**src/verilog/motion_pkg.sv**
```systemverilog
package motion_pkg;

    localparam int N_AXES   = 3;
    localparam int N_MOTORS = 6;

    typedef logic [31:0]        word_t;
    typedef logic [3:0]         reg_addr_t;
    typedef logic signed [31:0] velocity_t;  // Sign is direction
    typedef logic [1:0]         axis_sel_t;

    localparam reg_addr_t REG_COMMAND   = 4'd0;
    localparam reg_addr_t REG_STEPS     = 4'd1;
    localparam reg_addr_t REG_DT        = 4'd2;  // Min 2
    localparam reg_addr_t REG_PRE       = 4'd3;
    localparam reg_addr_t REG_PULSE     = 4'd4;
    localparam reg_addr_t REG_POST      = 4'd5;
    localparam reg_addr_t REG_MOTOR_CFG = 4'd6;  // 4 bits per motor
    localparam reg_addr_t REG_VEL_X     = 4'd8;
    localparam reg_addr_t REG_VEL_Y     = 4'd9;
    localparam reg_addr_t REG_VEL_Z     = 4'd10;

    // Command register bits
    localparam int CMD_START_BIT = 0;
    localparam int CMD_ABORT_BIT = 1;

    localparam axis_sel_t AXIS_NONE = 2'd3;

    typedef struct packed {
        logic      wr;
        reg_addr_t addr;
        word_t     data;
    } reg_write_t;

    // Field order matches the register layout, enable in bit 0
    typedef struct packed {
        logic      invert;
        axis_sel_t sel;
        logic      enable;
    } motor_cfg_t;

    typedef struct packed {
        word_t pre;
        word_t pulse;
        word_t post;
    } pulse_timing_t;

    typedef struct packed {
        logic step;
        logic dir;
    } axis_step_t;

    typedef struct packed {
        logic step;
        logic dir;
        logic enable_n;
    } motor_out_t;

    typedef enum logic [1:0] {
        IDLE,
        SETUP,
        PULSE,
        HOLD
    } shaper_state_t;

endpackage
```
**src/verilog/motion_ctrl_top.sv**
```systemverilog
`timescale 1ns/10ps

module motion_ctrl_top (
    input  logic                   clk,
    input  logic                   rst_n,
    input  motion_pkg::reg_write_t wr_in,
    output logic                   busy,
    output logic                   done,
    output motion_pkg::motor_out_t motors [motion_pkg::N_MOTORS]
);
    import motion_pkg::*;

    logic          start;
    logic          abort;
    logic          tick;
    word_t         steps;
    word_t         dt;
    pulse_timing_t timing;
    velocity_t     vel [N_AXES];
    motor_cfg_t    motor_cfg [N_MOTORS];
    axis_step_t    axis_strobe [N_AXES];  // One-cycle steps
    axis_step_t    axis_level [N_AXES];   // Shaped pulses

    motion_regs u_regs (
        .clk       (clk),
        .rst_n     (rst_n),
        .wr_in     (wr_in),
        .start     (start),
        .abort     (abort),
        .steps     (steps),
        .dt        (dt),
        .timing    (timing),
        .vel       (vel),
        .motor_cfg (motor_cfg)
    );

    step_tick_gen u_tick_gen (
        .clk   (clk),
        .rst_n (rst_n),
        .start (start),
        .abort (abort),
        .steps (steps),
        .dt    (dt),
        .tick  (tick),
        .busy  (busy),
        .done  (done)
    );

    for (genvar a = 0; a < N_AXES; a++) begin : g_axis
        axis_velocity u_axis (
            .clk      (clk),
            .rst_n    (rst_n),
            .start    (start),
            .tick     (tick),
            .vel      (vel[a]),
            .step_out (axis_strobe[a])
        );

        step_pulse_shaper u_shaper (
            .clk      (clk),
            .rst_n    (rst_n),
            .step_in  (axis_strobe[a]),
            .timing   (timing),
            .step_out (axis_level[a])
        );
    end

    motor_router u_router (
        .clk       (clk),
        .rst_n     (rst_n),
        .axes      (axis_level),
        .motor_cfg (motor_cfg),
        .motors    (motors)
    );

endmodule

```
**src/verilog/motor_router.sv**
```systemverilog
`timescale 1ns/10ps

module motor_router (
    input  logic                   clk,
    input  logic                   rst_n,
    input  motion_pkg::axis_step_t axes [motion_pkg::N_AXES],
    input  motion_pkg::motor_cfg_t motor_cfg [motion_pkg::N_MOTORS],
    output motion_pkg::motor_out_t motors [motion_pkg::N_MOTORS]
);
    import motion_pkg::*;

    always_ff @(posedge clk) begin
        if (!rst_n) begin
            for (int m = 0; m < N_MOTORS; m++) begin
                motors[m] <= '{step: 1'b0, dir: 1'b0, enable_n: 1'b1};  // Drivers off
            end
        end else begin
            for (int m = 0; m < N_MOTORS; m++) begin
                motors[m].enable_n <= ~motor_cfg[m].enable;
                if (motor_cfg[m].sel == AXIS_NONE) begin
                    motors[m].step <= 1'b0;
                    motors[m].dir  <= motor_cfg[m].invert;
                end else begin
                    motors[m].step <= axes[motor_cfg[m].sel].step;
                    motors[m].dir  <= axes[motor_cfg[m].sel].dir ^ motor_cfg[m].invert;
                end
            end
        end
    end

endmodule

```
**src/verilog/step_pulse_shaper.sv**
```systemverilog
`timescale 1ns/10ps

module step_pulse_shaper (
    input  logic                      clk,
    input  logic                      rst_n,
    input  motion_pkg::axis_step_t    step_in,
    input  motion_pkg::pulse_timing_t timing,
    output motion_pkg::axis_step_t    step_out
);
    import motion_pkg::*;

    shaper_state_t state;
    word_t         cnt;
    logic          dir_q;
    logic          last;

    // A count of 0 behaves as 1
    assign last = (cnt <= word_t'(1));

    assign step_out.step = (state == PULSE);
    assign step_out.dir  = dir_q;

    always_ff @(posedge clk) begin
        if (!rst_n) begin
            state <= IDLE;
            cnt   <= '0;
            dir_q <= 1'b0;
        end else begin
            case (state)
                IDLE: begin
                    // Strobes in other states are lost
                    if (step_in.step) begin
                        dir_q <= step_in.dir;
                        cnt   <= timing.pre;
                        state <= SETUP;
                    end
                end
                SETUP: begin
                    if (last) begin
                        cnt   <= timing.pulse;
                        state <= PULSE;
                    end else begin
                        cnt <= cnt - 1'b1;
                    end
                end
                PULSE: begin
                    if (last) begin
                        cnt   <= timing.post;
                        state <= HOLD;
                    end else begin
                        cnt <= cnt - 1'b1;
                    end
                end
                HOLD: begin
                    if (last) begin
                        state <= IDLE;
                    end else begin
                        cnt <= cnt - 1'b1;
                    end
                end
                default: state <= IDLE;
            endcase
        end
    end

endmodule

```
**src/verilog/axis_velocity.sv**
```systemverilog
`timescale 1ns/10ps

module axis_velocity (
    input  logic                   clk,
    input  logic                   rst_n,
    input  logic                   start,
    input  logic                   tick,
    input  motion_pkg::velocity_t  vel,
    output motion_pkg::axis_step_t step_out
);
    import motion_pkg::*;

    localparam int W = $bits(word_t);

    word_t      phase;
    word_t      vel_mag;
    logic [W:0] phase_sum;  // Top bit is the carry

    // Magnitude of the most negative value still fits unsigned
    assign vel_mag   = vel[W-1] ? word_t'(-vel) : word_t'(vel);
    assign phase_sum = {1'b0, phase} + {1'b0, vel_mag};

    always_ff @(posedge clk) begin
        if (!rst_n) begin
            phase    <= '0;
            step_out <= '0;
        end else begin
            step_out.step <= 1'b0;
            if (start) begin
                phase <= '0;
            end else if (tick) begin
                phase         <= phase_sum[W-1:0];
                step_out.step <= phase_sum[W];
                step_out.dir  <= vel[W-1];
            end
        end
    end

endmodule

```
**src/verilog/step_tick_gen.sv**
```systemverilog
`timescale 1ns/10ps

module step_tick_gen (
    input  logic              clk,
    input  logic              rst_n,
    input  logic              start,
    input  logic              abort,
    input  motion_pkg::word_t steps,
    input  motion_pkg::word_t dt,
    output logic              tick,
    output logic              busy,
    output logic              done
);
    import motion_pkg::*;

    word_t cycle_cnt;   // Cycles left until next tick
    word_t steps_left;

    always_ff @(posedge clk) begin
        if (!rst_n) begin
            tick       <= 1'b0;
            busy       <= 1'b0;
            done       <= 1'b0;
            cycle_cnt  <= '0;
            steps_left <= '0;
        end else begin
            tick <= 1'b0;
            done <= 1'b0;
            if (abort) begin
                busy <= 1'b0;  // No done on abort
            end else if (start) begin
                // First tick lands dt cycles after start
                cycle_cnt  <= dt - 1'b1;
                steps_left <= steps;
                busy       <= (steps != '0);
                done       <= (steps == '0);
            end else if (busy) begin
                if (steps_left == '0) begin
                    busy <= 1'b0;
                    done <= 1'b1;
                end else if (cycle_cnt <= word_t'(1)) begin
                    tick       <= 1'b1;
                    cycle_cnt  <= dt;
                    steps_left <= steps_left - 1'b1;
                end else begin
                    cycle_cnt <= cycle_cnt - 1'b1;
                end
            end
        end
    end

endmodule

```
**src/verilog/motion_regs.sv**
```systemverilog
`timescale 1ns/10ps

module motion_regs (
    input  logic                      clk,
    input  logic                      rst_n,
    input  motion_pkg::reg_write_t    wr_in,
    output logic                      start,
    output logic                      abort,
    output motion_pkg::word_t         steps,
    output motion_pkg::word_t         dt,
    output motion_pkg::pulse_timing_t timing,
    output motion_pkg::velocity_t     vel [motion_pkg::N_AXES],
    output motion_pkg::motor_cfg_t    motor_cfg [motion_pkg::N_MOTORS]
);
    import motion_pkg::*;

    localparam int CFG_W = $bits(motor_cfg_t);

    logic cmd_wr;

    assign cmd_wr = wr_in.wr && (wr_in.addr == REG_COMMAND);

    always_ff @(posedge clk) begin
        if (!rst_n) begin
            start  <= 1'b0;
            abort  <= 1'b0;
            steps  <= '0;
            dt     <= '0;
            timing <= '0;
            for (int a = 0; a < N_AXES; a++) begin
                vel[a] <= '0;
            end
            for (int m = 0; m < N_MOTORS; m++) begin
                motor_cfg[m] <= '0;
            end
        end else begin
            // Command bits are strobes, not stored
            start <= cmd_wr && wr_in.data[CMD_START_BIT];
            abort <= cmd_wr && wr_in.data[CMD_ABORT_BIT];

            if (wr_in.wr) begin
                case (wr_in.addr)
                    REG_STEPS: steps        <= wr_in.data;
                    REG_DT:    dt           <= wr_in.data;
                    REG_PRE:   timing.pre   <= wr_in.data;
                    REG_PULSE: timing.pulse <= wr_in.data;
                    REG_POST:  timing.post  <= wr_in.data;
                    REG_MOTOR_CFG: begin
                        for (int m = 0; m < N_MOTORS; m++) begin
                            motor_cfg[m] <= motor_cfg_t'(wr_in.data[CFG_W*m +: CFG_W]);
                        end
                    end
                    REG_VEL_X: vel[0] <= velocity_t'(wr_in.data);
                    REG_VEL_Y: vel[1] <= velocity_t'(wr_in.data);
                    REG_VEL_Z: vel[2] <= velocity_t'(wr_in.data);
                    default: ;  // Unmapped, ignored
                endcase
            end
        end
    end

endmodule

```
**config.mk**
```make
export PLATFORM = sky130hd
export DESIGN_NAME = motion_ctrl_top
export DESIGN_NICKNAME = d
export VERILOG_FILES = /design/src/verilog/motion_pkg.sv /design/src/verilog/motion_ctrl_top.sv /design/src/verilog/motor_router.sv /design/src/verilog/step_pulse_shaper.sv /design/src/verilog/axis_velocity.sv /design/src/verilog/step_tick_gen.sv /design/src/verilog/motion_regs.sv
export SDC_FILE = /design/constraint.sdc
export NUM_CORES = 2
export LEC_CHECK = 0
export BUFFER_PORTS_ARGS = -buffer_cell sky130_fd_sc_hd__buf_4
export CAP_MARGIN = 20
export CORE_MARGIN = 1.5
export CORE_UTILIZATION = 45
export DETAILED_ROUTE_END_ITERATION = 6
export HOLD_SLACK_MARGIN = 0.15
export PLACE_DENSITY = 0.71
export SYNTH_ARGS = -nofsm -noshare
export SYNTH_HDL_FRONTEND = slang
export SYNTH_SLANG_ARGS = --single-unit
```
**constraint.sdc**
```tcl
create_clock -name clk -period 9.5 [get_ports clk]
set_clock_uncertainty 0.2 [all_clocks]
set_input_delay 0.95 -clock clk [delete_from_list [all_inputs] [get_ports clk]]
set_output_delay 0.95 -clock clk [all_outputs]
set_load 0.05 [all_outputs]
```
# Word level (Yosys, flattened, before mapping)
# Cells that the tools add are included.
[totals]
ff_bits = 574
input_bits = 39
word_cells = 269
[classes]
addsub = 12
order_cmp = 10
eq_ne = 40
mux = 72
bitwise_logic = 23
reduce_logical = 43
[op_table]
columns = ["cell", "n"]
rows = [
  ["32-bit two-way mux", 23],
  ["32-bit one-hot mux with 4 select lines", 3],
  ["32-bit by 1-bit subtractor with 32-bit output (second input constant)", 6],
  ["32-bit by 1-bit <= comparator with 1-bit output (second input constant)", 4],
  ["32-bit by 32-bit adder with 33-bit output", 3],
  ["32-bit negator", 3],
  ["32-bit logical NOT", 2],
  ["2-bit two-way mux", 24],
  ["2-bit AND reduction", 16],
  ["32-bit nonzero test", 1],
  ["2-bit binary-select mux with 2-bit select", 6],
  ["2-bit == test (second input constant)", 12],
  ["2-bit one-hot mux with 4 select lines", 3],
  ["2-bit != test (second input constant)", 10],
  ["3-bit greater-or-equal comparator (second input constant)", 6],
  ["2-bit inverter with 3-bit output", 6],
  ["4-bit AND reduction", 4],
  ["2-bit OR reduction", 8],
  ["1-bit two-way mux", 13],
  ["4-bit by 3-bit == test with 1-bit output (second input constant)", 3],
  ["4-bit == test (second input constant)", 3],
  ["2-bit by 1-bit != test with 1-bit output (second input constant)", 6],
  ["1-bit inverter", 11],
  ["4-bit by 2-bit == test with 1-bit output (second input constant)", 2],
  ["other kinds (10)", 22],
]

# Depth between registers and ports, before layout
[depth]
ltp_word = 6
mapped_depth = 19
mapped_depth_nobuf = 18

# Hierarchy
# A second synthesis with hierarchy kept.
[unflattened]
cells_unflattened = 4341
hier_area_um2 = 36461.2
[modules_own_cells]
columns = ["mod", "instances", "cells_each", "area_each_um2"]
rows = [
  ["motion_regs", 1, 957, 10217.3],
  ["axis_velocity (g_axis[1].u_axis ...)", 2, 479, 3741.1],
  ["step_pulse_shaper (g_axis[1].u_shaper ...)", 2, 375, 2925.3],
  ["step_tick_gen", 1, 721, 5233.8],
  ["axis_velocity (g_axis[0].u_axis)", 1, 477, 3683.5],
  ["step_pulse_shaper (g_axis[0].u_shaper)", 1, 379, 3076.7],
  ["motor_router", 1, 99, 917.1],
]

# Worst setup path before layout
# No wires, ideal clock.
[synth_timing]
kind = "flip-flop to flip-flop"
start = "register u_regs.vel[6] in the netlist's numbering"
end = "register g_axis[2].u_axis.phase[30]"
setup_ns = 0.128
arrival_ns = 4.083
path_slack_ns = 5.089
stages_incl_launch_ff = 17
path_cell_list = "dfxtp_1 or4_1 or4_1 nand2b_1 or4_1 o41ai_1 xnor2_1 ha_1 nand4_1 inv_1 a221oi_1 o22ai_1 a21o_1 o221a_2 xor2_1 mux2i_1 nor2_1"
[synth_via]
elab_chain_cells = 3
[synth_lines]
columns = ["item", "line_no", "text"]
rows = [
  ["start: declaration", "motion_regs.sv:12", "output motion_pkg::velocity_t vel [motion_pkg::N_AXES],"],
  ["32-bit negator", "axis_velocity.sv:20", "assign vel_mag = vel[W-1] ? word_t'(-vel) : word_t'(vel);"],
  ["32-bit two-way mux (*)", "axis_velocity.sv:20", ""],
  ["32-bit by 32-bit adder with 33-bit output (*)", "axis_velocity.sv:21", "assign phase_sum = {1'b0, phase} + {1'b0, vel_mag};"],
  ["end signal: assignment", "axis_velocity.sv:32", "phase <= phase_sum[W-1:0];"],
  ["end: declaration", "axis_velocity.sv:15", "word_t phase;"],
]
# Mark *: on every way between the ends. The rest lies on a longest branch, timed or not.
# A chain may end at the register's enable or synchronous reset.

# Worst setup path after layout
[layout_timing]
start = "register u_regs.vel[66] in the netlist's numbering"
end = "register g_axis[0].u_axis.phase[30]"
[layout_via]
elab_chain_cells = 3
[layout_lines]
columns = ["item", "line_no"]
rows = [
  ["32-bit negator", "axis_velocity.sv:20"],
  ["32-bit two-way mux (*)", "axis_velocity.sv:20"],
  ["32-bit by 32-bit adder with 33-bit output (*)", "axis_velocity.sv:21"],
  ["end signal: assignment", "axis_velocity.sv:32"],
  ["end: declaration", "axis_velocity.sv:15"],
]
# Marked as above.

==> metrics.csv <==
stage,metric,value,unit
clock_network,Sink Count,574,
place,Setup WS pre-CTS,4.580,ns
clock_network,clk root buf,clkbuf_16,
finish,layout cells sized above 1,6.540,%
power,Leakage,13.82,nW
route,TritonRoute pass-1 iters,5,
floorplan,core outline area,0.07345,mm²
sta,"Hold Vio Cnt, Final",0,
floorplan,Die Span Y,276.2,µm
critical_path,crit-path cells,or3_1 -> or3b_2 -> nor2_1 -> nand2_1 -> o41ai_1 -> xnor2_1 -> ha_1 -> and3_1 -> nand4_1 -> a2111oi_0 -> o2111ai_1 -> a31oi_1 -> a22oi_1 -> mux2i_1 -> nand2_1,
synthesis,Synth Area in Simple Gates,22.62,%
power,Worst VDD drop,197.9,µV
critical_path,CP Class,reg2reg,
place,dpl cells,5208,
clock_network,TritonCTS clock tree,done,
worst_hold_path,HP Class,reg2reg,
power,Power per Cell Area,198.6,mW/mm²
sta,Rel. slew slack,23.51,%
synthesis,register area share after synthesis,34.22,%
synthesis,Synth cell types,85,
place,Placer Congestion,0.9241,
power,P_int,0.004676,W
power,switching part of the total,36.09,%
outcome,run status,"finished, final reports clean",
synthesis,multiplexer share of the synthesized area,2.657,%
clock_network,post-CTS sizing,0,
critical_path,Worst Setup End Kind,flip-flop,
synthesis,Post-synth top flop,dfxtp_1,
flow_run,number of max-cap violations,0,
critical_path,Worst EP required,9.81,ns
power,sequential power share,34.3,%
floorplan,die width,276.2,µm
floorplan,io pins,59,
grt,"Remaining Overflow, GRT",0,
synthesis,Mapped Area,0.03358,mm²
sta,Tmin final,4.942,ns
synthesis,mean area per synthesized cell,7.534,µm²
clock_network,"Clk Latency, worst-skew pair",0.63,ns
power,Clk pwr share,37.6,%
sta,slack of the critical path,4.558,ns
route,DR WL/cell,20.04,µm
floorplan,num rows,99,
sta,final setup fails,0,
sta,Fin Setup TNS,0,ns
synthesis,Synth area leader,dfxtp_1,
sta,RSZ-0062 raised after global routing,false,
finish,Layout fillers,7084,
grt,number of global-route vias before repair,29950,
place,PortBufs,58,
critical_path,Crit-path slowest cell,a2111oi_0,
critical_path,kind of cell adding the most delay to the critical path,compound AO/OA/AOI/OAI gates,
synthesis,compound-gate portion of the synthesized area,24.31,%
clock_network,Post-CTS Hold Buffers,0,
sta,Slew @ Worst Pin,1.143,ns
power,Comb pwr share,28.2,%
route,post-route ant nets,0,
route,initial detailed-routing violation count,3232,
finish,Area growth syn-to-layout,9.732,%
place,hpwl dp,68920,µm
critical_path,Critical Path Start Type,flip-flop,
grt,Total GRT Usage,27.13,%
route,vias per inst,6.085,
route,total wire length,107000,µm
synthesis,adder-cell share of the synthesized area,5.246,%
sta,fmax,0.2023,GHz
synthesis,list of most frequent post-synthesis cells,"877 x nand2_1, 574 x dfxtp_1, 534 x a21oi_1, 299 x nor2_1, 269 x clkbuf_1",
sta,Slew Limit Fails,0,
floorplan,Initial Util,45.72,%
grt,largest net degree at the start of global routing,112,
critical_path,CP dominant cell by count,nand2_1,
synthesis,top cell type's share of synthesized area,34.22,%
critical_path,WP buf/inv,0,
synthesis,synthesized instance count,4457,
power,Psw,0.002641,W
synthesis,register bit total from synthesis,574,
clock_network,CTS buffer count,66,
synthesis,main area contributors after synthesis,"dfxtp_1 34%, nand2_1 9.8%, a21oi_1 8.0%, xnor2_1 5.1%, ha_1 5.1%",
route,via count,32483,
finish,fin nets,4498,
clock_network,Worst-path clk slew,0.06,ns
critical_path,"Largest stage delay, worst path",0.94,ns
floorplan,Die Area,0.07627,mm²
finish,Non-Filler Instances,5338,
synthesis,syn nets,4635,
clock_network,post-CTS setup repair buffer count,0,
grt,initial antenna violation count,5,
critical_path,Worst EP arrival,5.26,ns
power,Tot Pwr,0.007317,W
synthesis,"count leader, synth",nand2_1,
route,# DRC,0,
synthesis,largest family of logic cells by synthesized area,compound AO/OA/AOI/OAI gates,
sta,hold slack,0.1842,ns
synthesis,synth warn,0,
clock_network,H-tree Lvls,3,
synthesis,ys async rst share,0,%
critical_path,CP max FO,5,
sta,Final Cycle Share,52.02,%
synthesis,Post-synth EDFFs,0,
clock_network,CTS max path bufs,3,
synthesis,Synth Area in XOR/XNOR,6.494,%
grt,first-pass GRT wire length,167600,µm
==> state kept, by name, indices dropped and copies added, names as in the netlist, 32 cells and up <==
signal / cells
u_regs.vel: 96
u_tick_gen.cycle_cnt: 32
u_regs.dt: 32
u_tick_gen.steps_left: 32
g_axis.u_shaper.cnt: 96
u_regs.steps: 32
g_axis.u_axis.phase: 96
u_regs.timing: 96
==> logic make-up after synthesis <==
kind of cell    Yosys count
mux                      89
simple gates           1702
compound gates         1325
xor+xnor                249
fa+ha+maj               139
buf+inv                 379
flops                   574
==> routing by layer <==
layer | wire [µm] | GRT usage (%) | vias to the layer above | part of all wire, %
li1 | - | - | 15617 | -
met1 | 46120 | 36.35 | 15275 | 43
met2 | 46910 | 42.62 | 1325 | 44
met3 | 9051 | 4.817 | 260 | 8.5
met4 | 4846 | 12.03 | 6 | 4.5
met5 | 41 | 0 | - | 0.038
==> power groups by stage <==
stage / Sequential (W) / Combinational, W / Clock, W
6_report: 0.00251 / 0.00206 / 0.00275
2_1_floorplan: 0.00255 / 0.00140 / 0
3_3_place_gp: 0.00256 / 0.00196 / 0
4_1_cts: 0.00251 / 0.00199 / 0.00278
3_5_place_dp: 0.00256 / 0.00198 / 0
5_1_grt: 0.00251 / 0.00218 / 0.00287
==> area by class of cell <==
type | count | area [µm²] | area share, %
clock inverters | 26 | 395.4 | 1.073
multi-input cells | 3504 | 20680 | 56.13
well taps | 959 | 1200 | 3.256
inverters | 69 | 266.5 | 0.7232
diodes | 6 | 15.01 | 0.04075
repair buffers | 105 | 853.3 | 2.316
clock buffers | 95 | 1941 | 5.266
flip-flops and latches | 574 | 11500 | 31.20
==> final timing paths <==
check / depth (start not counted) / slack [ns] / to / startpoint
worst max register to register: 15 / 4.56 / g_axis[0].u_axis.phase[30] / u_regs.vel[66]
worst min register to register: 1 / 0.18 / u_router.motors[15] / u_regs.motor_cfg[20]
worst max-delay path: 15 / 4.56 / g_axis[0].u_axis.phase[30] / u_regs.vel[66]
worst min-delay path: 1 / 0.18 / u_router.motors[15] / u_regs.motor_cfg[20]
==> cells in the final DEF (no fill, tap or decap), types with 16 or more instances in the layout <==
cell,n
a211oi_1,33
a21o_1,40
a21oi_1,531
a22oi_1,95
a31oi_1,39
and2_1,27
and3_1,18
buf_4,100
clkbuf_16,66
clkbuf_8,18
dfxtp_1,572
ha_1,132
inv_1,65
mux2i_1,88
nand2_1,874
nand2b_1,32
nand3_1,105
nand4_1,25
nor2_1,296
nor2b_1,17
nor3_1,102
nor4_1,54
o211ai_1,75
o21a_1,19
o21ai_0,229
o21bai_1,16
o221ai_1,43
o22ai_1,30
o31ai_1,42
o41ai_1,21
or3_1,39
or4_1,40
xnor2_1,196
xor2_1,53
==> stage by stage <==
step                cell area (µm²)  util, %
floorplan                     33580        -
finish                        36850    50.17
CTS                           36770    50.06
global route                  36830    50.15
detailed placement            34440    46.88
global placement              34400    46.83
Note: power is estimated with default switching activity, not from simulation.
